## src/wb_pkg.sv

```systemverilog
package wb_pkg;

    ////////////////////////////////////////////////////////////
    // fabric sizing
    ////////////////////////////////////////////////////////////

    // user-project banks behind the 0x30 region
    localparam int NUM_TEAMS = 6;
    // sram + gpio + one slot per team
    localparam int NUM_SLOTS = NUM_TEAMS + 2;
    localparam int SLOT_W    = $clog2(NUM_SLOTS);

    // fixed slot indices, team t sits at SLOT_TEAM0 + t
    localparam int SLOT_SRAM  = 0;
    localparam int SLOT_GPIO  = 1;
    localparam int SLOT_TEAM0 = 2;

    localparam int SRAM_WORDS   = 256;
    localparam int SRAM_AW      = $clog2(SRAM_WORDS);
    localparam int TEAM_SCRATCH = 4;
    localparam int TEAM_SCR_AW  = $clog2(TEAM_SCRATCH);

    ////////////////////////////////////////////////////////////
    // address map
    ////////////////////////////////////////////////////////////

    // top byte of the address picks the region
    localparam logic [7:0] PFX_USER = 8'h30;
    localparam logic [7:0] PFX_GPIO = 8'h32;
    localparam logic [7:0] PFX_SRAM = 8'h33;

    // register offsets inside a region
    localparam logic [15:0] GPIO_OUT    = 16'h0000;
    localparam logic [15:0] GPIO_OE     = 16'h0004;
    localparam logic [15:0] GPIO_IN     = 16'h0008;
    localparam logic [15:0] TEAM_ID_OFS = 16'h0010;

    typedef logic [SLOT_W-1:0] slot_idx_t;

    // gpio and sram regions
    typedef struct packed {
        logic [7:0]  prefix;
        logic [23:0] offset;
    } wb_fixed_adr_t;

    // user-project region, bits 19:16 pick the team
    typedef struct packed {
        logic [7:0]  prefix;
        logic [3:0]  rsvd;
        logic [3:0]  team;
        logic [15:0] offset;
    } wb_user_adr_t;

    // one address word, two readings
    typedef union packed {
        wb_fixed_adr_t fixed;
        wb_user_adr_t  user;
    } wb_addr_u;

    ////////////////////////////////////////////////////////////
    // bus bundles
    ////////////////////////////////////////////////////////////

    typedef struct packed {
        logic        cyc;
        logic        stb;
        logic        we;
        wb_addr_u    adr;
        logic [31:0] dat;
        logic [3:0]  sel;
    } wb_req_t;

    typedef struct packed {
        logic        ack;
        logic        err;
        logic [31:0] dat;
    } wb_rsp_t;

    typedef wb_req_t [NUM_SLOTS-1:0] slot_req_t;
    typedef wb_rsp_t [NUM_SLOTS-1:0] slot_rsp_t;

    // byte-lane merge for register writes
    function automatic logic [31:0] wb_merge(
        input logic [31:0] old_word,
        input logic [31:0] new_word,
        input logic [3:0]  sel
    );
        logic [31:0] merged;
        merged = old_word;
        for (int b = 0; b < 4; b++) begin
            if (sel[b]) begin
                merged[8*b +: 8] = new_word[8*b +: 8];
            end
        end
        return merged;
    endfunction

endpackage

```

## src/wb_team_regs.sv

```systemverilog
module wb_team_regs import wb_pkg::*; #(
    parameter int TEAM_ID = 0
) (
    input  logic    CLK,
    input  logic    nRST,
    input  wb_req_t req,
    output wb_rsp_t rsp
);

    logic [31:0] scratch [TEAM_SCRATCH];

    logic [15:0]            ofs;
    logic                   scr_hit;
    logic [TEAM_SCR_AW-1:0] scr_idx;
    logic                   access;
    logic                   ack_q;
    logic [31:0]            rdata_q;

    assign ofs     = req.adr.user.offset;
    // scratch words sit at the bottom of the bank
    assign scr_hit = (ofs[15:TEAM_SCR_AW+2] == '0);
    assign scr_idx = ofs[TEAM_SCR_AW+1:2];
    assign access  = req.cyc && req.stb && !ack_q;

    always_ff @(posedge CLK, negedge nRST) begin
        if (!nRST) begin
            ack_q <= 1'b0;
            for (int i = 0; i < TEAM_SCRATCH; i++) begin
                scratch[i] <= '0;
            end
        end else begin
            ack_q <= access;
            if (access && req.we && scr_hit) begin
                scratch[scr_idx] <= wb_merge(scratch[scr_idx], req.dat, req.sel);
            end
        end
    end

    // identity word is read-only
    always_ff @(posedge CLK) begin
        if (access) begin
            if (scr_hit) begin
                rdata_q <= scratch[scr_idx];
            end else if ({ofs[15:2], 2'b00} == TEAM_ID_OFS) begin
                rdata_q <= 32'(TEAM_ID);
            end else begin
                rdata_q <= '0;
            end
        end
    end

    assign rsp = '{ack: ack_q, err: 1'b0, dat: rdata_q};

endmodule

```

## config.mk

```make
export PLATFORM = sky130hd
export DESIGN_NAME = wb_team_regs
export DESIGN_NICKNAME = d
export VERILOG_FILES = /design/src/wb_pkg.sv /design/src/wb_team_regs.sv
export SDC_FILE = /design/constraint.sdc
export NUM_CORES = 1
export LEC_CHECK = 0
export BUFFER_PORTS_ARGS = -buffer_cell sky130_fd_sc_hd__clkbuf_2
export CAP_MARGIN = 20
export CORE_MARGIN = 2
export CORE_UTILIZATION = 43
export CTS_BUF_LIST = sky130_fd_sc_hd__clkbuf_8
export DETAILED_ROUTE_END_ITERATION = 12
export GPL_TIMING_DRIVEN = 1
export MAX_ROUTING_LAYER = met4
export PLACE_DENSITY = 0.65
export SYNTH_ARGS = -nofsm -noshare
export SYNTH_HDL_FRONTEND = slang
export SYNTH_SLANG_ARGS = --single-unit
```

## constraint.sdc

```tcl
create_clock -name CLK -period 2.25 [get_ports CLK]
set_clock_uncertainty 0.15 [all_clocks]
set_input_delay 0.5625 -clock CLK [delete_from_list [all_inputs] [get_ports CLK]]
set_output_delay 0.5625 -clock CLK [all_outputs]
set_load 0.005 [all_outputs]
```

==> results by stage <==
Floorplanning:
- The height of the die is 133.6 um.
- 107 I/O pins were placed.
- The total area inside the core boundary comes to 16520 sq um.
- The area of the die is 17860 sq um.
- The initial utilization of the core area, before any placement, comes to 43.73%.
- The horizontal die dimension is 133.6 um.
- The number of rows created at floorplan is 47.

Clocking:
- The total clock buffers created by CTS is 17.
- The clock reaches the later pin of the worst-skew pair after 470 ps.
- In this run the clock root is driven by a sky130_fd_sc_hd__clkbuf_8.
- The TritonCTS clock tree is done.
- The maximum clock insertion buffer count is 2.
- The H-tree was split into 4 levels.
- The number of clock sinks is 161.
- The clock edge transition at the registers on the reported setup and hold paths is 100 ps.

Placed design:
- The setup slack at placement is -429.3 ps.
- Input and output buffers added on the ports amount to 87.
- The global placement routability congestion is 0.7871.
- Detailed placement ended at an HPWL of 12170 um.
- The count of placed standard cells including taps is 893.

Route:
- In this run the remaining antenna-violating nets after routing total 0.
- The first routing iteration left 442 violations.
- The DRC violation count after routing is 0.
- The average via count per standard cell is 5.934.
- The number of detailed-route iterations in the first pass is 5.
- Detailed routing inserted a total of 5501 vias.
- After detailed routing, the average wire length per cell comes to 20.78 um.
- For this block, the routed nets add up to 19270 um of wire.

Cells and area:
- 0 antenna diodes ended up in the layout.
- Compared with the post-synthesis result, the final layout area differs by 18.82%.
- Summing all flip-flop and latch instances after layout gives 4189 sq um.
- At the end of the flow, the number of nets in the layout was 767.
- The number of fillers in the final layout is 1450.
- The final cell count without fillers is 927.
- The area used by multi-input combinational logic is 2721 sq um.
- The fraction of final layout cells sized beyond drive strength 1 is 31.26%.

STA:
- Hold timing on the final database bottoms out at a slack of 25.30 ps.
- Setup violations remaining at the end of the flow were counted as 1.
- Setup slack on the critical path of the routed design comes to -1.724 ps.
- The final worst-path cycle share is 100.1%.
- The minimum period implied by the final worst setup slack is 2252 ps.
- After routing, the total negative slack on setup checks comes to -1.724 ps.
- In this run the tightest slew margin relative to its limit is 53.20%.
- At the pin with the least slew margin, the transition time is 702.1 ps.
- The number of pins exceeding their max-slew limit in the final report came to 0.
- Setup repair after global routing could not meet its margin everywhere.
- Derived from the worst setup path, the maximum achievable clock frequency is 0.4441 GHz.
- The number of failing hold endpoints at the final stage is 0.

Logic synthesis:
- Ranked by total cell area, the synthesized netlist is headed by sky130_fd_sc_hd__dfrtp_1 (45%), sky130_fd_sc_hd__a21oi_1 (18%), sky130_fd_sc_hd__edfxtp_1 (13%), sky130_fd_sc_hd__mux4_2 (10%), sky130_fd_sc_hd__mux2i_1 (4.4%).
- The post-synthesis area per instance is 12.21 sq um.
- In this run the biggest area consumer among cell types represents 44.68% of the synthesized area.
- The Yosys warning count is 0.
- The cell taking the most area after synthesis is sky130_fd_sc_hd__dfrtp_1.
- The number of instances in the synthesized netlist is 592.
- The mapped netlist covers 7226 sq um.
- The count of distinct cell types in the synthesized netlist is 21.
- The synthesized netlist net count is 665.
- The post-synthesis sequential area ratio is 57.97%.
- The register bit total from synthesis is 161.

Power:
- The leakage power figure is 0.004057 uW.
- The worst vdd rail ir drop is 0.4253 mV.
- The post-route total power is 5516 uW.
- The power density relative to cell area is 642.4 nW/um^2.

Setup path:
- The type of element capturing the critical path is a register.
- The largest individual stage delay along the critical path comes from the cell sky130_fd_sc_hd__or4_4.
- The worst setup path is of the in -> reg kind.
- The start point of the critical path is req[49].
- The biggest cell delay along the critical path is 640 ps.
- The startpoint identified for the worst register-to-register timing path is ack_q.
- The worst flop-to-flop path endpoint is scratch[4].
- The cell occurring most often along the worst timing path is sky130_fd_sc_hd__or4_4.
- Data on the critical path is required at its endpoint by 2440 ps.
- The slack of the worst reg-to-reg path is 160 ps.
- The number of cells on the worst reg-to-reg path is 6.
- The top fanout value on the critical path is 5.
- The nature of the critical path startpoint is an input pin.
- Together, buffers and inverters on the worst path number 3.
- The signal on the critical path passes through clkbuf_2 -> or4_4 -> or4_4 -> nor3_4 -> buf_12 -> clkbuf_4 -> a21oi_1.
- The gate family responsible for the most delay along the worst path is simple AND/OR/NAND/NOR gates.
- STA puts the critical path data arrival time at 2440 ps.

Global route:
- Global routing consumed, over all layers together, 22.80% of the routing resources.
- The number of global-route vias before repair is 5738.
- The number of antenna violations at the first check in global routing is 0.
- The pin count of the biggest net entering global routing is 130.
- The first global-routing pass estimated 30140 um of wire.
- The aggregate global routing overflow is 0.

Job:
- The number of maximum-capacitance constraint violations is 0.

Worst hold path:
- The class of the most critical hold timing path is in -> async.

Status:
- The flow ran to the end, but the final reports show violations.
- The checks that failed: setup timing.
power by group:
part,leakage [uW],switching [uW],internal (uW)
combinational,0.00174,249,146
clock,0.000208,1130,999
sequential,0.00211,6.42,2990
Yosys cell counts:
cell	number
sky130_fd_sc_hd__buf_1	3
sky130_fd_sc_hd__or4_4	3
sky130_fd_sc_hd__nand4b_1	1
sky130_fd_sc_hd__clkbuf_1	20
sky130_fd_sc_hd__nor4_1	2
sky130_fd_sc_hd__mux4_2	32
sky130_fd_sc_hd__dfrtp_1	129
sky130_fd_sc_hd__a21oi_1	256
sky130_fd_sc_hd__or4_1	1
sky130_fd_sc_hd__mux2i_1	32
sky130_fd_sc_hd__and3_1	32
sky130_fd_sc_hd__nand2_1	1
sky130_fd_sc_hd__buf_4	5
sky130_fd_sc_hd__buf_6	12
sky130_fd_sc_hd__clkbuf_2	1
sky130_fd_sc_hd__inv_1	2
sky130_fd_sc_hd__nor3_4	4
sky130_fd_sc_hd__conb_1	1
sky130_fd_sc_hd__edfxtp_1	32
sky130_fd_sc_hd__nor2_1	6
sky130_fd_sc_hd__buf_2	17
sequential cells by signal, indices dropped and copies added, names as in the netlist:
signal   count
rdata_q     32
ack_q        1
scratch    128
how the worst max path moves through the flow:
stage | cells after the start | endpoint
after floorplan | 5 | scratch[76]
after global placement | 6 | scratch[42]
after detailed placement | 6 | scratch[40]
after CTS | 6 | scratch[106]
after global routing | 7 | scratch[20]
final | 7 | scratch[4]
stage by stage:
step	util (%)	area [sq um]
finish	51.96	8586
global route	51.96	8586
CTS	51.65	8536
detailed placement	49.28	8143
global placement	49.28	8143
floorplan	-	7236
kinds of logic (layout without fill, tap and decap cells):
logic type             after synthesis  in the layout  share of synthesized area, %
buffers and inverters               60            175                         4.935
and+or+nand+nor                     50             50                         4.900
DFF                                161            161                         57.97
AOI/OAI and AO/OA                  256            256                         17.73
muxes                               64             64                         14.41
other                                1              1                       0.05190
layer usage:
metal | global-route usage [%] | share of wire (%) | vias to the layer above
met5 | - | 0 | -
met4 | 9.397 | 2.3 | 0
met3 | 5.175 | 6.7 | 42
met2 | 36.71 | 51 | 250
met1 | 27.99 | 40 | 2778
li1 | - | - | 2431
final cells by class:
cell class	count	area share (%)
Tap cell	220	3.206
Timing Repair Buffer	141	11.64
Clock buffer	17	2.725
Sequential cell	161	48.79
Clock inverter	15	1.851
Inverter	2	0.08744
Multi-Input combinational cell	371	31.70
placed cells by master (no fill, tap or decap):
cell,Yosys,routed
sky130_fd_sc_hd__mux4_2,32,32
sky130_fd_sc_hd__a21oi_1,256,254
sky130_fd_sc_hd__inv_1,2,3
sky130_fd_sc_hd__buf_6,12,5
sky130_fd_sc_hd__edfxtp_1,32,32
sky130_fd_sc_hd__clkinv_2,0,2
sky130_fd_sc_hd__mux2i_1,32,32
sky130_fd_sc_hd__clkinv_4,0,5
sky130_fd_sc_hd__nor3_4,4,4
sky130_fd_sc_hd__nor2_4,0,1
sky130_fd_sc_hd__conb_1,1,1
sky130_fd_sc_hd__clkbuf_4,0,1
sky130_fd_sc_hd__nand2_1,1,1
sky130_fd_sc_hd__nor2_2,0,4
sky130_fd_sc_hd__clkbuf_8,0,17
sky130_fd_sc_hd__clkbuf_2,1,86
sky130_fd_sc_hd__or4_4,3,4
sky130_fd_sc_hd__inv_8,0,1
sky130_fd_sc_hd__buf_12,0,11
sky130_fd_sc_hd__dfrtp_1,129,129
sky130_fd_sc_hd__and3_1,32,32
sky130_fd_sc_hd__nor4_2,0,2
sky130_fd_sc_hd__inv_4,0,2
sky130_fd_sc_hd__buf_4,5,38
sky130_fd_sc_hd__nor2_1,6,1
sky130_fd_sc_hd__inv_6,0,2
sky130_fd_sc_hd__a21oi_2,0,2
sky130_fd_sc_hd__nand4b_1,1,1
sky130_fd_sc_hd__bufinv_16,0,2
repair_timing:
item / in CTS / in global routing
hold buffers: 0 / 0
setup buffers: 0 / 1
setup endpoints to repair: 0 / 10
resized for setup: 0 / 7
Note: power is estimated with default switching activity, not from simulation.
