==> config.mk <==
export PLATFORM = sky130hd
export DESIGN_NAME = wb_arbiter
export DESIGN_NICKNAME = d
export VERILOG_FILES = /design/src/wb_pkg.sv /design/src/wb_arbiter.sv
export SDC_FILE = /design/constraint.sdc
export NUM_CORES = 1
export LEC_CHECK = 0
export BUFFER_PORTS_ARGS = -buffer_cell sky130_fd_sc_hd__buf_2
export CAP_MARGIN = 0
export CORE_AREA = 2 2 122 124
export DETAILED_ROUTE_END_ITERATION = 7
export DIE_AREA = 0 0 124 126
export GPL_TIMING_DRIVEN = 0
export PLACE_DENSITY_LB_ADDON = 0.2
export SLEW_MARGIN = 20
export SYNTH_ARGS = -nofsm -noshare
export SYNTH_HDL_FRONTEND = slang
export SYNTH_SLANG_ARGS = --single-unit
export TNS_END_PERCENT = 5
==> constraint.sdc <==
create_clock -name CLK -period 1.7 [get_ports CLK]
set_clock_uncertainty 0.05 [all_clocks]
set_input_delay 0.255 -clock CLK [delete_from_list [all_inputs] [get_ports CLK]]
set_output_delay 0.255 -clock CLK [all_outputs]
set_load 0.02 [all_outputs]
==> src/wb_pkg.sv <==
package wb_pkg;

    ////////////////////////////////////////////////////////////
    // fabric sizing
    ////////////////////////////////////////////////////////////

    // user-project banks behind the 0x30 region
    localparam int NUM_TEAMS = 6;
    // sram + gpio + one slot per team
    localparam int NUM_SLOTS = NUM_TEAMS + 2;
    localparam int SLOT_W    = $clog2(NUM_SLOTS);

    // fixed slot indices, team t sits at SLOT_TEAM0 + t
    localparam int SLOT_SRAM  = 0;
    localparam int SLOT_GPIO  = 1;
    localparam int SLOT_TEAM0 = 2;

    localparam int SRAM_WORDS   = 256;
    localparam int SRAM_AW      = $clog2(SRAM_WORDS);
    localparam int TEAM_SCRATCH = 4;
    localparam int TEAM_SCR_AW  = $clog2(TEAM_SCRATCH);

    ////////////////////////////////////////////////////////////
    // address map
    ////////////////////////////////////////////////////////////

    // top byte of the address picks the region
    localparam logic [7:0] PFX_USER = 8'h30;
    localparam logic [7:0] PFX_GPIO = 8'h32;
    localparam logic [7:0] PFX_SRAM = 8'h33;

    // register offsets inside a region
    localparam logic [15:0] GPIO_OUT    = 16'h0000;
    localparam logic [15:0] GPIO_OE     = 16'h0004;
    localparam logic [15:0] GPIO_IN     = 16'h0008;
    localparam logic [15:0] TEAM_ID_OFS = 16'h0010;

    typedef logic [SLOT_W-1:0] slot_idx_t;

    // gpio and sram regions
    typedef struct packed {
        logic [7:0]  prefix;
        logic [23:0] offset;
    } wb_fixed_adr_t;

    // user-project region, bits 19:16 pick the team
    typedef struct packed {
        logic [7:0]  prefix;
        logic [3:0]  rsvd;
        logic [3:0]  team;
        logic [15:0] offset;
    } wb_user_adr_t;

    // one address word, two readings
    typedef union packed {
        wb_fixed_adr_t fixed;
        wb_user_adr_t  user;
    } wb_addr_u;

    ////////////////////////////////////////////////////////////
    // bus bundles
    ////////////////////////////////////////////////////////////

    typedef struct packed {
        logic        cyc;
        logic        stb;
        logic        we;
        wb_addr_u    adr;
        logic [31:0] dat;
        logic [3:0]  sel;
    } wb_req_t;

    typedef struct packed {
        logic        ack;
        logic        err;
        logic [31:0] dat;
    } wb_rsp_t;

    typedef wb_req_t [NUM_SLOTS-1:0] slot_req_t;
    typedef wb_rsp_t [NUM_SLOTS-1:0] slot_rsp_t;

    // byte-lane merge for register writes
    function automatic logic [31:0] wb_merge(
        input logic [31:0] old_word,
        input logic [31:0] new_word,
        input logic [3:0]  sel
    );
        logic [31:0] merged;
        merged = old_word;
        for (int b = 0; b < 4; b++) begin
            if (sel[b]) begin
                merged[8*b +: 8] = new_word[8*b +: 8];
            end
        end
        return merged;
    endfunction

endpackage

==> src/wb_arbiter.sv <==
module wb_arbiter import wb_pkg::*; (
    input  logic    CLK,
    input  logic    nRST,

    // manager side
    input  wb_req_t m0_req,
    input  wb_req_t m1_req,
    output wb_rsp_t m0_rsp,
    output wb_rsp_t m1_rsp,

    // toward the decoder
    output wb_req_t bus_req,
    input  wb_rsp_t bus_rsp
);

    // 0 picks m0, 1 picks m1
    logic grant_q;
    logic grant_d;
    // manager that got the most recent ack or err
    logic last_q;

    wb_req_t own_req;
    wb_req_t other_req;

    ////////////////////////////////////////////////////////////
    // grant selection
    ////////////////////////////////////////////////////////////

    assign own_req   = grant_q ? m1_req : m0_req;
    assign other_req = grant_q ? m0_req : m1_req;

    always_comb begin
        grant_d = grant_q;
        // granted manager still in its cycle, keep it
        if (!own_req.cyc) begin
            if (other_req.cyc) begin
                grant_d = ~grant_q;
            end else begin
                // nobody waiting, park on whoever was not served last
                grant_d = ~last_q;
            end
        end
    end

    always_ff @(posedge CLK, negedge nRST) begin
        if (!nRST) begin
            grant_q <= 1'b0;
            // so the park position after reset is m0
            last_q  <= 1'b1;
        end else begin
            grant_q <= grant_d;
            if (bus_rsp.ack || bus_rsp.err) begin
                last_q <= grant_q;
            end
        end
    end

    ////////////////////////////////////////////////////////////
    // request forward and response steering
    ////////////////////////////////////////////////////////////

    assign bus_req = own_req;

    // idle manager sees an all-zero response
    assign m0_rsp = grant_q ? '0 : bus_rsp;
    assign m1_rsp = grant_q ? bus_rsp : '0;

endmodule

==> results of run 1 <==
[how the worst max path moves through the flow]
stage	end	cells after the start	start
global placement	bus_req[63]	5	grant_q$_DFFE_PN0N_
floorplan	bus_req[70]	4	grant_q$_DFFE_PN0N_
detailed placement	bus_req[64]	5	grant_q$_DFFE_PN0N_
CTS	bus_req[55]	5	grant_q$_DFFE_PN0N_
finish	bus_req[56]	5	grant_q$_DFFE_PN0N_
global route	bus_req[56]	5	grant_q$_DFFE_PN0N_
[cell usage after synthesis]
| cell | number |
|---|---|
| nor2_1 | 1 |
| o21ai_0 | 1 |
| mux2_2 | 52 |
| buf_6 | 4 |
| dfrtp_1 | 1 |
| buf_2 | 9 |
| nor2b_1 | 35 |
| mux2_4 | 19 |
| and2_1 | 34 |
| a21oi_1 | 1 |
| inv_1 | 1 |
| clkbuf_1 | 3 |
| nand2_1 | 1 |
| dfstp_2 | 1 |
[cells by family after synthesis]
logic type / Yosys count
AND/OR/NAND/NOR: 71
buffers and inverters: 17
flip-flops: 2
multiplexers: 71
AO/OA/AOI/OAI: 2
[through the flow]
step / util (%) / power, mW / hold WS [ns] / setup slack, ns
finish: 27.0 / 2.31 / 0.185 / -0.0579
global placement: 23.0 / 1.65 / -0.00897 / 0.0962
global route: 27.0 / 2.45 / 0.208 / -0.0860
floorplan: - / 1.05 / -0.0906 / 0.150
detailed placement: 23.0 / 1.65 / -0.00678 / 0.0864
CTS: 25.8 / 2.24 / 0.186 / -0.0691
[per-layer routing]
layer / GRT usage [%] / share of wire [%] / wire, um / up-vias
li1: - / - / - / 1199
met3: 1.63 / 11 / 916 / 6
met4: 1.45 / 0.61 / 53 / 0
met5: 0 / 0 / 0 / -
met2: 20.3 / 56 / 4830 / 172
met1: 9.37 / 33 / 2850 / 1088
[where the power goes]
group | internal (mW) | total [mW] | switching (mW) | leakage [nW]
registers | 0.0575 | 0.0612 | 0.00364 | 0.0223
logic | 0.960 | 1.88 | 0.919 | 2.09
clock network | 0.309 | 0.366 | 0.0576 | 0.0382
total | 1.33 | 2.31 | 0.980 | 2.15
[flip-flops by register name (all words and copies together) (netlist names)]
register  flops
last_q        1
grant_q       1
[final cells by class]
| cell class | count | area (um^2) |
|---|---|---|
| inverters | 1 | 3.75 |
| clock buffers | 4 | 78.8 |
| fillers | 1582 | 10500 |
| repair buffers | 322 | 1930 |
| plain buffers | 16 | 221 |
| flip-flops and latches | 2 | 51.3 |
| multi-input cells | 144 | 1350 |
| well taps | 184 | 230 |
[worst max-delay path: stages (launching register included)]
cell	delay (ns)
dfrtp_1	0.36
buf_6	0.13
buf_12	0.14
buf_12	0.15
mux2_4	0.29
buf_2	0.16
[timing repair]
item,CTS,global route
buffers inserted,4,0
gates resized for setup,81,57
hold endpoints to repair,2,0
endpoints found under the setup margin,105,124
hold buffers,1,0
cloned,1,0
==> results.toml, run 1 <==
[status]
status = "complete, but fails checks"
violations = "setup timing"

[clock_network]
clk_latency_ns = 0.22
numCtsBuffers = 3
clockRootBuffer = "clkbuf_16"
cts_tree = "yes"
h-tree-depth = 1
clk_pin_slew_ns = 0.03
cts.sinks = 2
clockBufferDepth = 2

[logic_synthesis]
syn_area_um2 = 1480
synth_fa_ha_area_share_pct = 0
synth.avg_cell_area_um2 = 9.06
synth_cells = 163
synth_largest_area_cell = "mux2_2"
synthSimpleGateAreaFrac_pct = 29.7
synth_compound_area_share_pct = 0.678
syn_nets = 341
yosys_warnings = 0
synth_top_area_share_pct = 39.7
synthXorXnorAreaFrac_pct = 0
synth.area.top_cells = "mux2_2 40%, mux2_4 19%, nor2b_1 15%, and2_1 14%, buf_2 3.1%"
synth_mux_area_share_pct = 59.0
synth_top_family_by_area = "multiplexers"
synth-seq-cells = 2
synth_cell_types = 14
ys_seq_area_share_pct = 3.47

[setup_path]
regToRegEndpoint = "last_q$_DFFE_PN1P_"
rr_worst_depth = 4
crit_path_end_kind = "primary output"
crit_type = "flip-flop to primary output"
r2r-start = "grant_q$_DFFE_PN0N_"
crit_arrival_ns = 1.45
cp-start-kind = "flip-flop"
reg2reg_slack_ns = 0.50
worstPathRequired_ns = 1.39
cp_max_fo = 10

[floorplanning]
initial_core_util_pct = 10.3
coreArea_um2 = 14300
die_area_um2 = 15600
die_h_um = 126
rows = 44
die_w_um = 124
pin_count = 317

[sta]
finalSetupTns_ns = -1.45
slew-limit-headroom_pct = 85.6
slew_violations = 0
worst_pin_slew_ns = 0.215
rsz0062_at_grt = "true"
setup_ws_ns = -0.0579
fin_crit_sh_pct = 103
hold_violations = 0
fin_crit_ns = 1.76
max_freq_mhz = 569
finalSetupViolCount = 78

[grt]
grt_remaining_overflow = 0
grt_pass1_wl_um = 11600
grt_pass1_vias = 2424
grtUsageTotal_pct = 9.54
grt_max_degree = 11
antenna_found_initial = 0

[final_layout]
layout_commonest_cell = "buf_2"
num_antenna_cells = 0
fin_area_um2 = 3860
layout-drive-gt1-share_pct = 86.1
final_cell_mix = "262 x buf_2, 51 x mux2_2, 36 x buf_6"
fin_nets = 668
area_growth_pct = 162
final_cells = 673

[job]
max_cap_viol_count = 0

[worst_hold_path]
hp-start = "m0_req[70]"
hp-class = "input port to flip-flop"
hold_depth = 2
hold_end = "grant_q$_DFFE_PN0N_"

[pwr]
power_density_nw_per_um2 = 597
ir_drop_mv = 0.226
leakage_nw = 2.15

[placed_design]
dp_cells = 663
dpl_cell_area_um2 = 3290
port_buffers = 316
place_congestion = 0.790
dp_hpwl_um = 7620

[drt]
dr.pass1.iters = 4
drc = 0
drt.antenna.violating_nets = 0
via_per_inst = 3.66
drt-total-wl_um = 8650
vias = 2465
wl_per_cell_um = 12.9
drt-initial-drc-count = 21
(Power assumes the default switching activity.)
==> run 2: changes to the inputs <==
--- a/config.mk
+++ b/config.mk
@@ -8,10 +8,12 @@
 export BUFFER_PORTS_ARGS = -buffer_cell sky130_fd_sc_hd__buf_2
 export CAP_MARGIN = 0
 export CORE_AREA = 2 2 122 124
+export CTS_CLUSTER_SIZE = 20
 export DETAILED_ROUTE_END_ITERATION = 7
 export DIE_AREA = 0 0 124 126
 export GPL_TIMING_DRIVEN = 0
 export PLACE_DENSITY_LB_ADDON = 0.2
+export SKIP_CTS_REPAIR_TIMING = 1
 export SLEW_MARGIN = 20
 export SYNTH_ARGS = -nofsm -noshare
 export SYNTH_HDL_FRONTEND = slang
==> run 2 against run 1 <==
Compared with the run above: the flow still finishes with violations (setup timing); flip-flop and latch count stayed put; first-iteration DRC count is 4.8% lower; final cell count shrank 0.74%; non-clock buffer count down 5; total power fell by 8.9%; count of clock-buffer cells in the layout unchanged; fmax decreased by 0.66%; die area is the same; combinational power fell by 11%; register-to-register slack about the same; highest routed layer unchanged.
==> results.toml, run 2 (synthesis gave the netlist of run 1 again) <==
[final_layout]
utilization_pct = 24.7
area_growth_pct = 140
final_cell_mix = "295 x buf_2, 52 x mux2_2, 35 x nor2b_1"
layout_commonest_cell = "buf_2"
largestRegisters = "grant_q x1, last_q x1"
layout-drive-gt1-share_pct = 84.1
fin_nets = 663
num_antenna_cells = 0
fin_area_um2 = 3540

[clock_network]
clockBufferDepth = 2
h-tree-depth = 1
clk_latency_ns = 0.22
clockRootBuffer = "clkbuf_16"
numCtsBuffers = 3
cts_tree = "yes"
clk_pin_slew_ns = 0.03
cts.sinks = 2

[setup_path]
crit_arrival_ns = 1.46
regToRegEndpoint = "last_q$_DFFE_PN1P_"
r2r-start = "grant_q$_DFFE_PN0N_"
crit_path_end_kind = "primary output"
crit_type = "flip-flop to primary output"
cp-start-kind = "flip-flop"
cp_max_fo = 10
rr_worst_depth = 4
reg2reg_slack_ns = 0.49
worstPathRequired_ns = 1.39

[pwr]
switchingPower_uw = 939
switching_share_pct = 44.7
leakage_nw = 2.02
intPower_mw = 1.16
power_frac_comb_pct = 79.6
power_density_nw_per_um2 = 594
ir_drop_mv = 0.226
clock_power_share_pct = 17.4
p_seq_share_pct = 2.9
total_power_mw = 2.10

[status]
violations = "setup timing"
status = "complete, but fails checks"

[floorplanning]
die_h_um = 126
coreArea_um2 = 14300
die_w_um = 124
initial_core_util_pct = 10.3
die_area_um2 = 15600
rows = 44
pin_count = 317

[sta]
fin_crit_ns = 1.77
worst_pin_slew_ns = 0.210
fin_crit_sh_pct = 104
hold_violations = 0
slew_violations = 0
setup_ws_ns = -0.0695
rsz0062_at_grt = "true"
max_freq_mhz = 565
finalSetupTns_ns = -1.84
slew-limit-headroom_pct = 86.0
finalSetupViolCount = 58

[worst_hold_path]
hp-class = "input port to flip-flop"
hold_depth = 2
hold_end = "grant_q$_DFFE_PN0N_"
hp-start = "m0_req[70]"

[placed_design]
port_buffers = 316
dpl_cell_area_um2 = 3290
place_congestion = 0.790
post-place-ws_ns = 0.0864
dp_hpwl_um = 7620

[grt]
met2_usage_pct = 19.9
grt_max_degree = 11
gr-usage-met1_pct = 9.13
busiest_layer = "met2"
grtUsageTotal_pct = 9.31
grtUsageMet3_pct = 1.68
grt_pass1_wl_um = 11400
antenna_found_initial = 0
grt_pass1_vias = 2362
grt_remaining_overflow = 0

[drt]
drt-initial-drc-count = 20
drc = 0
drt.antenna.violating_nets = 0
dr.pass1.iters = 4
drt-total-wl_um = 8400
wl_per_cell_um = 12.6
via_per_inst = 3.63
vias = 2426

[job]
max_cap_viol_count = 0
## run 2: cell types whose count changed in the layout (fill, tap and decap cells not counted), sizes merged
cell	delta
clkbuf	+2
buf	-7
## run 2: worst max path at each step
stage	end	slack, ns	from	cells past startpoint
2_1_floorplan	bus_req[70]	0.15	grant_q$_DFFE_PN0N_	4
3_3_place_gp	bus_req[63]	0.1	grant_q$_DFFE_PN0N_	5
3_5_place_dp	bus_req[64]	0.09	grant_q$_DFFE_PN0N_	5
4_1_cts	m1_rsp[13]	-0.15	grant_q$_DFFE_PN0N_	5
5_1_grt	bus_req[63]	-0.10	grant_q$_DFFE_PN0N_	5
6_report	bus_req[63]	-0.07	grant_q$_DFFE_PN0N_	5
## run 2: power groups by stage
stage          combinational [mW]  sequential [mW]  clock (mW)
6_report                     1.67           0.0612       0.366
5_1_grt                      1.80           0.0618       0.378
2_1_floorplan               0.994           0.0599           0
4_1_cts                      1.60           0.0609       0.374
3_5_place_dp                 1.59           0.0612           0
3_3_place_gp                 1.59           0.0613           0
## run 2: cell type report
| type | count | area (um^2) |
|---|---|---|
| plain buffers | 16 | 144 |
| clock buffers | 4 | 78.8 |
| fillers | 1606 | 10800 |
| inverters | 1 | 3.75 |
| multi-input cells | 144 | 1320 |
| flip-flops and latches | 2 | 51.3 |
| well taps | 184 | 230 |
| repair buffers | 317 | 1710 |
## run 2: layer usage
| metal | share of wire (%) | vias to the layer above | wire length, um |
|---|---|---|---|
| met4 | 0.21 | 0 | 18 |
| li1 | - | 1191 | - |
| met5 | 0 | - | 0 |
| met2 | 56 | 168 | 4710 |
| met1 | 33 | 1065 | 2810 |
| met3 | 10 | 2 | 859 |
## run 2: critical path, cell delays in order (launching register included)
cell and delay [ns]:
dfrtp_1 0.36, buf_6 0.14, buf_12 0.14, buf_12 0.14, mux2_4 0.32, buf_6 0.14
## run 2: through the flow
| stage | hold WS, ns | std cells |
|---|---|---|
| floorplan | -0.0906 | 163 |
| CTS | -0.239 | 667 |
| global route | 0.208 | 668 |
| finish | 0.185 | 668 |
| global placement | -0.00897 | 663 |
| detailed placement | -0.00678 | 663 |
==> run 3: changes to the inputs <==
--- a/config.mk
+++ b/config.mk
@@ -8,11 +8,11 @@
 export BUFFER_PORTS_ARGS = -buffer_cell sky130_fd_sc_hd__buf_2
 export CAP_MARGIN = 0
 export CORE_AREA = 2 2 122 124
-export CTS_CLUSTER_SIZE = 20
+export CTS_CLUSTER_SIZE = 12
 export DETAILED_ROUTE_END_ITERATION = 7
 export DIE_AREA = 0 0 124 126
 export GPL_TIMING_DRIVEN = 0
-export PLACE_DENSITY_LB_ADDON = 0.2
+export PLACE_DENSITY = 0.54
 export SKIP_CTS_REPAIR_TIMING = 1
 export SLEW_MARGIN = 20
 export SYNTH_ARGS = -nofsm -noshare
==> run 3 against run 2 <==
Compared with the run above: non-clock buffer count increased by 1; core utilization is 0.56 points higher; critical path type unchanged; total power rose by 2.9%; worst hold slack got worse by 0.0051 ns; wire length up 12%; register-to-register slack about the same; global-route usage grew 0.88 points; sequential share of layout area barely moved; critical path depth is the same; critical endpoint is now bus_req[55]; largest power group unchanged; the run still ends with setup timing left; sequential power down 1%; flip-flop and latch count stayed put; first-iteration DRC count is 130% higher.
==> results.toml, run 3 (synthesis gave the netlist of run 1 again) <==
[status]
status = "complete, but fails checks"
violations = "setup timing"

[pwr]
power_density_nw_per_um2 = 597
leakage_nw = 2.06
ir_drop_mv = 0.617
total_power_mw = 2.16

[sta]
slew_violations = 0
fin_crit_sh_pct = 105
rsz0062_at_grt = "true"
slew-limit-headroom_pct = 90.8
hold_ws_ns = 0.179
fin_crit_ns = 1.78
worst_pin_slew_ns = 0.138
hold_violations = 0
setup_ws_ns = -0.0811
finalSetupViolCount = 69
max_freq_mhz = 561

[clock_network]
clk_pin_slew_ns = 0.03
cts.sinks = 2
numCtsBuffers = 3
clk_latency_ns = 0.22
h-tree-depth = 1
cts_tree = "yes"
clockBufferDepth = 2
clockRootBuffer = "clkbuf_16"

[floorplanning]
initial_core_util_pct = 10.3
die_h_um = 126
coreArea_um2 = 14300
die_w_um = 124
pin_count = 317
rows = 44
die_area_um2 = 15600

[setup_path]
cpPeakStageDelay_ns = 0.36
cp-start-kind = "flip-flop"
crit_path_end_kind = "primary output"
crit_arrival_ns = 1.48
crit_type = "flip-flop to primary output"
crit_family = "buffers and inverters"
cp_common_cell = "buf_12"
worstPathRequired_ns = 1.39
crit_slowest_cell = "dfrtp_1"
path_buf_inv = 4
cp_max_fo = 10
crit_chain = "buf_6, buf_12, buf_12, mux2_4, buf_2"

[final_layout]
largestRegisters = "grant_q x1, last_q x1"
fin_nets = 664
layout_commonest_cell = "buf_2"
num_antenna_cells = 0
final_cell_mix = "288 x buf_2, 52 x mux2_2, 33 x and2_1"
final_cells = 669
area_growth_pct = 145
layout-drive-gt1-share_pct = 85.6

[placed_design]
place_congestion = 0.754
dp_hpwl_um = 8230
post-place-ws_ns = -0.0277
dp_cells = 663
port_buffers = 316

[grt]
grt_pass1_wl_um = 12000
grt_remaining_overflow = 0
grtUsageTotal_pct = 10.2
antenna_found_initial = 1
grt_pass1_vias = 2265
grt_max_degree = 11

[worst_hold_path]
hp-class = "input port to flip-flop"

[job]
max_cap_viol_count = 0

[drt]
vias = 2453
drt-total-wl_um = 9380
dr.pass1.iters = 4
wl_per_cell_um = 14.0
via_per_inst = 3.67
drt.antenna.violating_nets = 0
drc = 0
drt-initial-drc-count = 45
## run 3: power by group
group          total [mW]  switching [mW]  internal (mW)
Combinational        1.74           0.900          0.836
Sequential         0.0604         0.00298         0.0574
Clock               0.365          0.0564          0.309
## run 3: layer usage
layer	vias to the layer above	GRT usage (%)	wire (um)
li1	1190	-	-
met1	1073	10.4	3220
met2	184	21.9	5240
met3	6	1.09	882
met4	0	1.19	31
met5	-	0	0
## run 3: stage by stage
step / instance area, um^2 / util, % / setup TNS (ns)
after global placement: 3290 / 23.0 / -0.0695
after global routing: 3620 / 25.3 / -7.02
after detailed placement: 3290 / 23.0 / -0.0277
after floorplan: 1480 / - / 0
after CTS: 3370 / 23.5 / -10.95
final: 3620 / 25.3 / -2.71
## run 3: path summary, 6_finish.rpt
check	startpoint	endpoint	slack (ns)	cells past startpoint
setup / recovery	grant_q$_DFFE_PN0N_	bus_req[55]	-0.08	5
hold / removal	m0_req[70]	grant_q$_DFFE_PN0N_	0.18	2
setup reg to reg	grant_q$_DFFE_PN0N_	last_q$_DFFE_PN1P_	0.48	4
hold reg to reg	last_q$_DFFE_PN1P_	last_q$_DFFE_PN1P_	0.57	1
max in group asynchronous	nRST	last_q$_DFFE_PN1P_	1.07	2
min in group asynchronous	nRST	grant_q$_DFFE_PN0N_	0.34	2
## run 3: area by class of cell
| class | count | area (um^2) |
|---|---|---|
| fill | 1580 | 10700 |
| multi-input combinational | 144 | 1340 |
| sequential | 2 | 51.3 |
| buffer | 16 | 169 |
| timing repair buffer | 318 | 1750 |
| inverter | 1 | 3.75 |
| tap | 184 | 230 |
| clock buffer | 4 | 78.8 |
