### config.mk
export PLATFORM = sky130hd
export DESIGN_NAME = wb_gpio
export DESIGN_NICKNAME = d
export VERILOG_FILES = /design/src/wb_pkg.sv /design/src/wb_gpio.sv
export SDC_FILE = /design/constraint.sdc
export NUM_CORES = 1
export LEC_CHECK = 0
export ABC_AREA = 1
export BUFFER_PORTS_ARGS = -buffer_cell sky130_fd_sc_hd__buf_2
export CAP_MARGIN = 20
export CORE_ASPECT_RATIO = 1.2
export CORE_MARGIN = 3
export CORE_UTILIZATION = 35
export DETAILED_ROUTE_END_ITERATION = 10
export GPL_TIMING_DRIVEN = 0
export PLACE_DENSITY = 0.68
export SYNTH_ARGS = -nofsm -noshare
export SYNTH_HDL_FRONTEND = slang
export SYNTH_SLANG_ARGS = --single-unit
export TNS_END_PERCENT = 1
### constraint.sdc
create_clock -name CLK -period 2.8 [get_ports CLK]
set_input_delay 0.28 -clock CLK [delete_from_list [all_inputs] [get_ports CLK]]
set_output_delay 0.28 -clock CLK [all_outputs]
set_load 0.02 [all_outputs]
### src/wb_pkg.sv
package wb_pkg;

    ////////////////////////////////////////////////////////////
    // fabric sizing
    ////////////////////////////////////////////////////////////

    // user-project banks behind the 0x30 region
    localparam int NUM_TEAMS = 6;
    // sram + gpio + one slot per team
    localparam int NUM_SLOTS = NUM_TEAMS + 2;
    localparam int SLOT_W    = $clog2(NUM_SLOTS);

    // fixed slot indices, team t sits at SLOT_TEAM0 + t
    localparam int SLOT_SRAM  = 0;
    localparam int SLOT_GPIO  = 1;
    localparam int SLOT_TEAM0 = 2;

    localparam int SRAM_WORDS   = 256;
    localparam int SRAM_AW      = $clog2(SRAM_WORDS);
    localparam int TEAM_SCRATCH = 4;
    localparam int TEAM_SCR_AW  = $clog2(TEAM_SCRATCH);

    ////////////////////////////////////////////////////////////
    // address map
    ////////////////////////////////////////////////////////////

    // top byte of the address picks the region
    localparam logic [7:0] PFX_USER = 8'h30;
    localparam logic [7:0] PFX_GPIO = 8'h32;
    localparam logic [7:0] PFX_SRAM = 8'h33;

    // register offsets inside a region
    localparam logic [15:0] GPIO_OUT    = 16'h0000;
    localparam logic [15:0] GPIO_OE     = 16'h0004;
    localparam logic [15:0] GPIO_IN     = 16'h0008;
    localparam logic [15:0] TEAM_ID_OFS = 16'h0010;

    typedef logic [SLOT_W-1:0] slot_idx_t;

    // gpio and sram regions
    typedef struct packed {
        logic [7:0]  prefix;
        logic [23:0] offset;
    } wb_fixed_adr_t;

    // user-project region, bits 19:16 pick the team
    typedef struct packed {
        logic [7:0]  prefix;
        logic [3:0]  rsvd;
        logic [3:0]  team;
        logic [15:0] offset;
    } wb_user_adr_t;

    // one address word, two readings
    typedef union packed {
        wb_fixed_adr_t fixed;
        wb_user_adr_t  user;
    } wb_addr_u;

    ////////////////////////////////////////////////////////////
    // bus bundles
    ////////////////////////////////////////////////////////////

    typedef struct packed {
        logic        cyc;
        logic        stb;
        logic        we;
        wb_addr_u    adr;
        logic [31:0] dat;
        logic [3:0]  sel;
    } wb_req_t;

    typedef struct packed {
        logic        ack;
        logic        err;
        logic [31:0] dat;
    } wb_rsp_t;

    typedef wb_req_t [NUM_SLOTS-1:0] slot_req_t;
    typedef wb_rsp_t [NUM_SLOTS-1:0] slot_rsp_t;

    // byte-lane merge for register writes
    function automatic logic [31:0] wb_merge(
        input logic [31:0] old_word,
        input logic [31:0] new_word,
        input logic [3:0]  sel
    );
        logic [31:0] merged;
        merged = old_word;
        for (int b = 0; b < 4; b++) begin
            if (sel[b]) begin
                merged[8*b +: 8] = new_word[8*b +: 8];
            end
        end
        return merged;
    endfunction

endpackage

### src/wb_gpio.sv
module wb_gpio import wb_pkg::*; (
    input  logic        CLK,
    input  logic        nRST,
    input  wb_req_t     req,
    output wb_rsp_t     rsp,
    input  logic [31:0] gpio_in,
    output logic [31:0] gpio_out,
    output logic [31:0] gpio_oe
);

    logic [31:0] out_q;
    logic [31:0] oe_q;
    // two-flop input synchronizer
    logic [31:0] in_meta;
    logic [31:0] in_sync;

    logic [15:0] word_ofs;
    logic        access;
    logic        ack_q;
    logic [31:0] rdata_d;
    logic [31:0] rdata_q;

    // byte bits within the word are ignored
    assign word_ofs = {req.adr.fixed.offset[15:2], 2'b00};
    assign access   = req.cyc && req.stb && !ack_q;

    always_comb begin
        case (word_ofs)
            GPIO_OUT: rdata_d = out_q;
            GPIO_OE:  rdata_d = oe_q;
            GPIO_IN:  rdata_d = in_sync;
            default:  rdata_d = '0;
        endcase
    end

    always_ff @(posedge CLK, negedge nRST) begin
        if (!nRST) begin
            out_q   <= '0;
            oe_q    <= '0;
            in_meta <= '0;
            in_sync <= '0;
            ack_q   <= 1'b0;
        end else begin
            in_meta <= gpio_in;
            in_sync <= in_meta;
            ack_q   <= access;
            // in is read-only, unknown offsets drop the write
            if (access && req.we) begin
                if (word_ofs == GPIO_OUT) begin
                    out_q <= wb_merge(out_q, req.dat, req.sel);
                end
                if (word_ofs == GPIO_OE) begin
                    oe_q <= wb_merge(oe_q, req.dat, req.sel);
                end
            end
        end
    end

    always_ff @(posedge CLK) begin
        if (access) begin
            rdata_q <= rdata_d;
        end
    end

    assign rsp      = '{ack: ack_q, err: 1'b0, dat: rdata_q};
    assign gpio_out = out_q;
    assign gpio_oe  = oe_q;

endmodule

==> metrics.txt, run 1 <==
# TYPE chip_impl_metric gauge
chip_impl_info{name="run_status",value="complete, no violations"} 1
chip_impl_metric{name="row_count",unit=""} 52
chip_impl_info{name="timing.critical_path.from_type",value="flip-flop"} 1
chip_impl_metric{name="synth.yosys.warnings",unit=""} 0
chip_impl_metric{name="fp.dieArea",unit="um2"} 19460
chip_impl_metric{name="worstMarginPinSlew",unit="ns"} 0.6331
chip_impl_metric{name="cp_max_fo",unit=""} 9
chip_impl_metric{name="power_density_normalized_to_cell_area",unit="nW/um2"} 592.5
chip_impl_metric{name="syn_area_per_cell",unit="um2"} 11.12
chip_impl_metric{name="detail_route.wirelength",unit="um"} 19470
chip_impl_metric{name="cp_slowest_stage_delay",unit="ns"} 0.42
chip_impl_metric{name="clock_insertion_delay_at_the_later_pin_of_the_skew_report",unit="ns"} 0.43
chip_impl_metric{name="synth_top_area_share",unit="%"} 51.77
chip_impl_metric{name="chipWidth",unit="um"} 127.9
chip_impl_metric{name="cts-buffers-inserted",unit=""} 17
chip_impl_metric{name="iteration_count_of_the_initial_detailed_routing_pass",unit=""} 5
chip_impl_metric{name="final-hold-violation-count",unit=""} 0
chip_impl_metric{name="synth_fp_nets",unit=""} 666
chip_impl_metric{name="synth-seq-area-share",unit="%"} 67.17
chip_impl_info{name="setup.worst_path.start",value="ack_q"} 1
chip_impl_metric{name="gr-total-overflow",unit=""} 0
chip_impl_metric{name="ir_drop",unit="uV"} 349.8
chip_impl_metric{name="final_nets",unit=""} 903
chip_impl_metric{name="cts_setup_buffers",unit=""} 0
chip_impl_metric{name="nFillCells",unit=""} 1592
chip_impl_metric{name="top_level_ports",unit=""} 203
chip_impl_metric{name="routed-via-count",unit=""} 5319
chip_impl_metric{name="final-max-slew-violation-count",unit=""} 0
chip_impl_metric{name="clock-sinks",unit=""} 161
chip_impl_metric{name="timing.critical_path.required",unit="ns"} 3.12
chip_impl_metric{name="dpl_worst_slack",unit="ns"} 0.8831
chip_impl_metric{name="post_dr_vias_cell",unit=""} 5.174
chip_impl_metric{name="post-route-period-util",unit="%"} 57.86
chip_impl_metric{name="cts_resized",unit=""} 0
chip_impl_metric{name="min_period",unit="ns"} 1.620
chip_impl_metric{name="ys_seq_elements",unit=""} 161
chip_impl_metric{name="timing.reg2reg.setup_slack",unit="ns"} 1.18
chip_impl_metric{name="grt_pass1_wl",unit="um"} 30130
chip_impl_metric{name="final-instance-count-excl-fill",unit=""} 1028
chip_impl_info{name="worst_hold_startpoint",value="req[17]"} 1
chip_impl_metric{name="ys_types",unit=""} 19
chip_impl_metric{name="post-dp-hpwl",unit="um"} 14000
chip_impl_metric{name="syn-cell-area",unit="um2"} 6236
chip_impl_metric{name="power.total",unit="uW"} 4984
chip_impl_metric{name="setup-violations-final",unit=""} 0
chip_impl_metric{name="largest_net_degree_at_the_start_of_global_routing",unit=""} 91
chip_impl_info{name="timing_worst_setup_path_type",value="reg -> reg"} 1
chip_impl_metric{name="reg2regPathDepth",unit=""} 6
chip_impl_metric{name="cts_clock_pin_slew_for_the_worst_setup_and_hold_paths",unit="ns"} 0.06
chip_impl_metric{name="final_util",unit="%"} 48.97
chip_impl_metric{name="starting_density_of_the_core",unit="%"} 36.31
chip_impl_info{name="yosys-top-cells-area",value="sky130_fd_sc_hd__dfrtp_1 52%, sky130_fd_sc_hd__edfxtp_1 15%, sky130_fd_sc_hd__nand3_1 10%"} 1
chip_impl_metric{name="antenna_violating_nets_post_route",unit=""} 0
chip_impl_metric{name="cts_h_tree_depth",unit=""} 4
chip_impl_metric{name="wl_per_cell",unit="um"} 18.94
chip_impl_info{name="hp-class",value="in -> reg"} 1
chip_impl_metric{name="max_freq",unit="MHz"} 617.2
chip_impl_info{name="timing.critical_path.max_delay_family",value="simple AND/OR/NAND/NOR gates"} 1
chip_impl_metric{name="placed_cells_incl_taps",unit=""} 962
chip_impl_metric{name="setup_slack",unit="ns"} 1.180
chip_impl_info{name="cts_root_buf",value="sky130_fd_sc_hd__clkbuf_16"} 1
chip_impl_metric{name="netlist_instances",unit=""} 561
chip_impl_info{name="tritoncts",value="built"} 1
chip_impl_metric{name="detailedRoute.firstIterationViolations",unit=""} 494
chip_impl_metric{name="seqCellArea",unit="um2"} 4189
chip_impl_metric{name="clock-skew-final",unit="ns"} 0.006014
chip_impl_metric{name="chipHeight",unit="um"} 152.2
chip_impl_metric{name="number_of_buffers_inserted_by_port_buffering",unit=""} 183
chip_impl_metric{name="fin_setup_tns",unit="ns"} 0
chip_impl_info{name="standard_cell_with_the_maximum_stage_delay_on_the_critical_path",value="sky130_fd_sc_hd__dfrtp_1"} 1
chip_impl_metric{name="detail_route.drc_violations",unit=""} 0
chip_impl_info{name="r2r_end",value="gpio_out[22]"} 1
chip_impl_metric{name="slew_headroom",unit="%"} 57.79
chip_impl_metric{name="cts.hold.buffers_added",unit=""} 33
chip_impl_metric{name="timing.critical_path.buf_inv",unit=""} 1
chip_impl_metric{name="track_usage",unit="%"} 20.34
chip_impl_info{name="grt_setup_unrepaired",value="no"} 1
chip_impl_info{name="layout.cells.most_common",value="sky130_fd_sc_hd__buf_2"} 1
chip_impl_info{name="critical-path-top-cell-by-count",value="sky130_fd_sc_hd__nand2_1"} 1
chip_impl_metric{name="leakagePower",unit="uW"} 0.004331
chip_impl_info{name="path_cells",value="inv_1, nand4_4, nor2_4, nand3_2, nand2_1, nand2_1"} 1
chip_impl_metric{name="clock_path_buffers",unit=""} 2
chip_impl_metric{name="crit_arrival",unit="ns"} 1.94
chip_impl_metric{name="design.core.area",unit="um2"} 17180
chip_impl_metric{name="maxCapViolations",unit=""} 0
chip_impl_metric{name="hold-path-cell-count",unit=""} 3
chip_impl_info{name="synthDominantAreaCellType",value="sky130_fd_sc_hd__dfrtp_1"} 1
chip_impl_info{name="kind_of_end_point_of_the_critical_path",value="flip-flop"} 1
chip_impl_metric{name="number_of_antenna_violations_at_the_first_check_in_global_routing",unit=""} 2
chip_impl_metric{name="first_global_vias",unit=""} 5282
chip_impl_metric{name="combined_area_of_the_multi_input_logic_cells",unit="um2"} 1779
chip_impl_metric{name="final_weighted_congestion_in_routability_driven_placement",unit=""} 0.8411
chip_impl_info{name="rr_startpoint",value="ack_q"} 1
chip_impl_info{name="mostFrequentLayoutCells",value="201 x sky130_fd_sc_hd__buf_2, 132 x sky130_fd_sc_hd__nand2_1, 129 x sky130_fd_sc_hd__nand3_1, 129 x sky130_fd_sc_hd__dfrtp_1, 64 x sky130_fd_sc_hd__nand4_1"} 1
chip_impl_info{name="endpoint_of_the_worst_hold_timing_path",value="gpio_oe[13]"} 1
chip_impl_metric{name="layout-drive-gt1-share",unit="%"} 33.66
chip_impl_metric{name="area_growth_syn_to_layout",unit="%"} 34.89
-- worst register-to-register path, delay by kind of cell (launching register included) --
family	cells	cell delay, ns
buffers and inverters	1	0.12
AND/OR/NAND/NOR	5	0.97
flip-flops	1	0.42
-- per-layer routing --
metal  track usage, %  wire length (um)
met5                0                13
met4            11.32               981
met3            5.610              1669
met2            31.03              9036
met1            26.06              7769
-- cells in the mapped netlist --
| master | instances |
|---|---|
| sky130_fd_sc_hd__edfxtp_1 | 32 |
| sky130_fd_sc_hd__inv_1 | 5 |
| sky130_fd_sc_hd__nand3_2 | 8 |
| sky130_fd_sc_hd__dfrtp_1 | 129 |
| sky130_fd_sc_hd__buf_2 | 19 |
| sky130_fd_sc_hd__nand2_1 | 132 |
| sky130_fd_sc_hd__clkbuf_1 | 3 |
| sky130_fd_sc_hd__nor2_4 | 7 |
| sky130_fd_sc_hd__buf_4 | 16 |
| sky130_fd_sc_hd__buf_6 | 2 |
| sky130_fd_sc_hd__nand4_4 | 1 |
| sky130_fd_sc_hd__or2_1 | 1 |
| sky130_fd_sc_hd__buf_1 | 1 |
| sky130_fd_sc_hd__nand4_1 | 64 |
| sky130_fd_sc_hd__inv_2 | 1 |
| sky130_fd_sc_hd__nor2_1 | 9 |
| sky130_fd_sc_hd__nand2_2 | 1 |
| sky130_fd_sc_hd__nand3_1 | 129 |
| sky130_fd_sc_hd__conb_1 | 1 |
-- stage by stage --
stage                     hold WS [ns]  instance area, um2
final                           0.1183                8412
after global placement          0.3327                7422
after global routing            0.1094                8412
after floorplan               -0.01559                6236
after detailed placement        0.2187                7491
after CTS                       0.1035                8409
-- report_power, final --
part / switching [uW] / total, uW / internal (uW)
clock: 973 / 2290 / 1310
sequential: 18.7 / 2460 / 2450
combinational: 134 / 234 / 100
total: 1130 / 4980 / 3860
-- logic make-up (layout without fill, tap and decap cells) --
group	after synthesis	after routing	synth area share (%)
flops	161	161	67.17
simple gates	352	352	28.35
other cells	1	2	0.06013
buf+inv	47	297	4.414
-- registers in the layout (all words and copies together), names as in the netlist --
register  count
gpio_out     32
in_sync      32
rdata_q      32
in_meta      32
ack_q         1
gpio_oe      32
-- worst max path at each step --
stage | end | slack, ns | cells past startpoint
2_1_floorplan | rdata_q[0] | 0.60 | 1
3_3_place_gp | rdata_q[10] | -0.47 | 3
3_5_place_dp | rdata_q[4] | 0.88 | 7
4_1_cts | gpio_out[22] | 1.18 | 6
5_1_grt | gpio_out[19] | 1.06 | 6
6_report | gpio_out[22] | 1.18 | 6
-- area by class of cell --
type                            count  area share [%]
Antenna cell                        1         0.02975
Tap cell                          216           3.213
Multi-Input combinational cell    353           21.15
Timing Repair Buffer              218           15.54
Clock inverter                     13           1.473
Clock buffer                       19           5.518
Inverter                            6          0.2677
Buffer                             41           3.005
Sequential cell                   161           49.80
Note: power is estimated with default switching activity, not from simulation.
==> inputs of run 2 (changes only) <==
==> constraint.sdc (replaced) <==
create_clock -name CLK -period 1.54 [get_ports CLK]
set_input_delay 0.154 -clock CLK [delete_from_list [all_inputs] [get_ports CLK]]
set_output_delay 0.154 -clock CLK [all_outputs]
set_load 0.02 [all_outputs]
==> run 2 against run 1 <==
Effect of this change: the flow now finishes with violations (negative setup slack); hold slack lost 0.10 ns; clock skew increased by 0.0040 ns; global-route usage increased by 0.73 points; power increased by 79%; largest power group unchanged.
==> metrics.txt, run 2 (synthesized netlist as in run 1, its figures left out) <==
# TYPE chip_impl_metric gauge
chip_impl_metric{name="chipHeight",unit="um"} 152.2
chip_impl_metric{name="clock-sinks",unit=""} 161
chip_impl_metric{name="grt_pass1_wl",unit="um"} 31070
chip_impl_metric{name="placed_cell_area",unit="um2"} 7463
chip_impl_metric{name="row_count",unit=""} 52
chip_impl_metric{name="leakagePower",unit="uW"} 0.004497
chip_impl_metric{name="final-hold-violation-count",unit=""} 0
chip_impl_metric{name="cp_max_fo",unit=""} 16
chip_impl_metric{name="max_freq",unit="MHz"} 632.8
chip_impl_metric{name="gr-total-overflow",unit=""} 0
chip_impl_metric{name="clock_insertion_delay_at_the_later_pin_of_the_skew_report",unit="ns"} 0.43
chip_impl_metric{name="first_global_vias",unit=""} 5509
chip_impl_info{name="timing.critical_path.max_delay_family",value="simple AND/OR/NAND/NOR gates"} 1
chip_impl_metric{name="final-max-slew-violation-count",unit=""} 0
chip_impl_metric{name="detailedRoute.firstIterationViolations",unit=""} 492
chip_impl_metric{name="antenna_violating_nets_post_route",unit=""} 0
chip_impl_info{name="failed_checks",value="negative setup slack"} 1
chip_impl_info{name="r2r_end",value="rdata_q[27]"} 1
chip_impl_metric{name="slew_headroom",unit="%"} 35.05
chip_impl_metric{name="power.total",unit="uW"} 8946
chip_impl_metric{name="sequentialPowerShare",unit="%"} 50.1
chip_impl_metric{name="setup-violations-final",unit=""} 23
chip_impl_metric{name="largest_net_degree_at_the_start_of_global_routing",unit=""} 95
chip_impl_metric{name="top_level_ports",unit=""} 203
chip_impl_metric{name="reg2regPathDepth",unit=""} 1
chip_impl_info{name="timing.critical_path.from_type",value="flip-flop"} 1
chip_impl_metric{name="layout.cell_area.non_filler",unit="um2"} 8821
chip_impl_metric{name="p_int",unit="uW"} 6796
chip_impl_metric{name="setup_slack",unit="ns"} -0.04021
chip_impl_metric{name="design.core.area",unit="um2"} 17180
chip_impl_metric{name="number_of_buffers_inserted_by_port_buffering",unit=""} 183
chip_impl_metric{name="cts_h_tree_depth",unit=""} 4
chip_impl_metric{name="clkPwrFrac",unit="%"} 44.3
chip_impl_metric{name="post_dr_vias_cell",unit=""} 5.156
chip_impl_metric{name="ir_drop",unit="uV"} 719.7
chip_impl_metric{name="detail_route.wirelength",unit="um"} 20240
chip_impl_metric{name="wl_per_cell",unit="um"} 18.92
chip_impl_metric{name="starting_density_of_the_core",unit="%"} 36.31
chip_impl_metric{name="cts-buffers-inserted",unit=""} 17
chip_impl_metric{name="routed-via-count",unit=""} 5517
chip_impl_metric{name="power.share.switching",unit="%"} 24.03
chip_impl_metric{name="crit_arrival",unit="ns"} 1.64
chip_impl_info{name="tritoncts",value="built"} 1
chip_impl_metric{name="track_usage",unit="%"} 21.07
chip_impl_metric{name="final.hold.worst_slack",unit="ns"} 0.01516
chip_impl_info{name="layout.cells.most_common",value="sky130_fd_sc_hd__buf_2"} 1
chip_impl_metric{name="chipWidth",unit="um"} 127.9
chip_impl_metric{name="cp_slowest_stage_delay",unit="ns"} 0.75
chip_impl_metric{name="power.combinational.fraction",unit="%"} 5.6
chip_impl_metric{name="timing.critical_path.buf_inv",unit=""} 0
chip_impl_metric{name="clock_path_buffers",unit=""} 2
chip_impl_metric{name="power.switching",unit="uW"} 2150
chip_impl_metric{name="post-route-period-util",unit="%"} 102.6
chip_impl_metric{name="post-dp-hpwl",unit="um"} 14060
chip_impl_metric{name="number_of_antenna_violations_at_the_first_check_in_global_routing",unit=""} 0
chip_impl_info{name="run_status",value="complete, but fails checks"} 1
chip_impl_metric{name="maxCapViolations",unit=""} 0
chip_impl_info{name="hp-class",value="in -> reg"} 1
chip_impl_info{name="timing_worst_setup_path_type",value="reg -> reg"} 1
chip_impl_metric{name="timing.critical_path.required",unit="ns"} 1.60
chip_impl_metric{name="fin_setup_tns",unit="ns"} -0.6642
chip_impl_info{name="path_cells",value="nor2_2"} 1
chip_impl_metric{name="final_weighted_congestion_in_routability_driven_placement",unit=""} 0.8148
chip_impl_info{name="cts_root_buf",value="sky130_fd_sc_hd__clkbuf_16"} 1
chip_impl_info{name="kind_of_end_point_of_the_critical_path",value="flip-flop"} 1
chip_impl_metric{name="worstMarginPinSlew",unit="ns"} 0.9732
chip_impl_metric{name="fp.dieArea",unit="um2"} 19460
chip_impl_metric{name="cts_clock_pin_slew_for_the_worst_setup_and_hold_paths",unit="ns"} 0.07
chip_impl_info{name="setup.worst_path.start",value="ack_q"} 1
chip_impl_metric{name="power_density_normalized_to_cell_area",unit="nW/um2"} 1014
chip_impl_metric{name="worst-path-stages",unit=""} 1
chip_impl_metric{name="detail_route.drc_violations",unit=""} 0
chip_impl_metric{name="clock-skew-final",unit="ns"} 0.01000
chip_impl_metric{name="timing.reg2reg.setup_slack",unit="ns"} -0.04
chip_impl_info{name="grt_setup_unrepaired",value="yes"} 1
chip_impl_info{name="rr_startpoint",value="ack_q"} 1
chip_impl_metric{name="iteration_count_of_the_initial_detailed_routing_pass",unit=""} 5
chip_impl_metric{name="layout-drive-gt1-share",unit="%"} 33.61
chip_impl_info{name="mostFrequentLayoutCells",value="197 x sky130_fd_sc_hd__buf_2, 132 x sky130_fd_sc_hd__nand2_1, 129 x sky130_fd_sc_hd__nand3_1, 128 x sky130_fd_sc_hd__dfrtp_1, 64 x sky130_fd_sc_hd__nand4_1"} 1
chip_impl_metric{name="area_growth_syn_to_layout",unit="%"} 41.45
chip_impl_info{name="standard_cell_with_the_maximum_stage_delay_on_the_critical_path",value="sky130_fd_sc_hd__nor2_2"} 1
chip_impl_metric{name="diodes",unit=""} 0
chip_impl_metric{name="final_nets",unit=""} 946
chip_impl_info{name="critical_path.endpoint",value="rdata_q[27]"} 1
chip_impl_metric{name="min_period",unit="ns"} 1.580
run 2: cell types whose count changed in the layout (fill, tap and decap cells not counted), moves of 2 or more:
cell,previous run,this run
sky130_fd_sc_hd__nand3_2,8,0
sky130_fd_sc_hd__inv_4,3,1
sky130_fd_sc_hd__clkinv_4,6,2
sky130_fd_sc_hd__nand3_4,0,8
sky130_fd_sc_hd__clkinv_2,1,3
sky130_fd_sc_hd__inv_6,2,7
sky130_fd_sc_hd__dlygate4sd3_1,33,63
sky130_fd_sc_hd__buf_2,201,197
sky130_fd_sc_hd__inv_8,0,2
sky130_fd_sc_hd__buf_4,16,32
run 2: layout make-up:
cell class | count | area [um2]
tap | 216 | 270.3
inverter | 6 | 22.52
timing repair buffer | 260 | 1678
fill | 1535 | 8356
multi-input combinational | 354 | 1846
sequential | 161 | 4190
clock buffer | 17 | 425.4
buffer | 41 | 266.5
clock inverter | 15 | 122.6
run 2: power groups by stage:
stage | clock, uW | sequential, uW | combinational, uW
3_3_place_gp | 0 | 4560 | 337
4_1_cts | 4030 | 4480 | 485
3_5_place_dp | 0 | 4560 | 352
6_report | 3970 | 4480 | 501
2_1_floorplan | 0 | 4570 | 77.6
5_1_grt | 4220 | 4490 | 546
run 2: routing by layer:
metal | vias up | part of all wire (%) | GRT usage [%] | routed length [um]
li1 | 2533 | - | - | -
met1 | 2659 | 39 | 26.28 | 7883
met2 | 268 | 49 | 33.42 | 9903
met3 | 57 | 7.4 | 4.839 | 1494
met4 | 0 | 4.8 | 12.08 | 962
met5 | - | 0 | 0 | 0
run 2: repair_timing:
item,CTS,global route
buffers inserted,0,13
pin swaps,1,11
gates resized for setup,0,18
endpoints found under the hold margin,118,0
cloned,1,0
endpoints found under the setup margin,70,79
hold buffers,63,0
run 2: how the worst min path moves through the flow:
stage          cells after the start   startpoint            to
6_report                           3      req[15]  gpio_out[11]
5_1_grt                            3      req[15]  gpio_out[11]
4_1_cts                            3      req[15]  gpio_out[11]
3_5_place_dp                       1         nRST   in_meta[10]
3_3_place_gp                       1  gpio_in[19]   in_meta[19]
2_1_floorplan                      0         nRST         ack_q
run 2: stage by stage:
stage	setup WS, ns	util, %	std cells
finish	-0.04021	51.35	1070
global route	-0.1171	51.35	1070
CTS	-0.1219	50.35	1057
detailed placement	-0.3348	43.45	961
global placement	-1.401	43.25	960
floorplan	0.2174	-	561
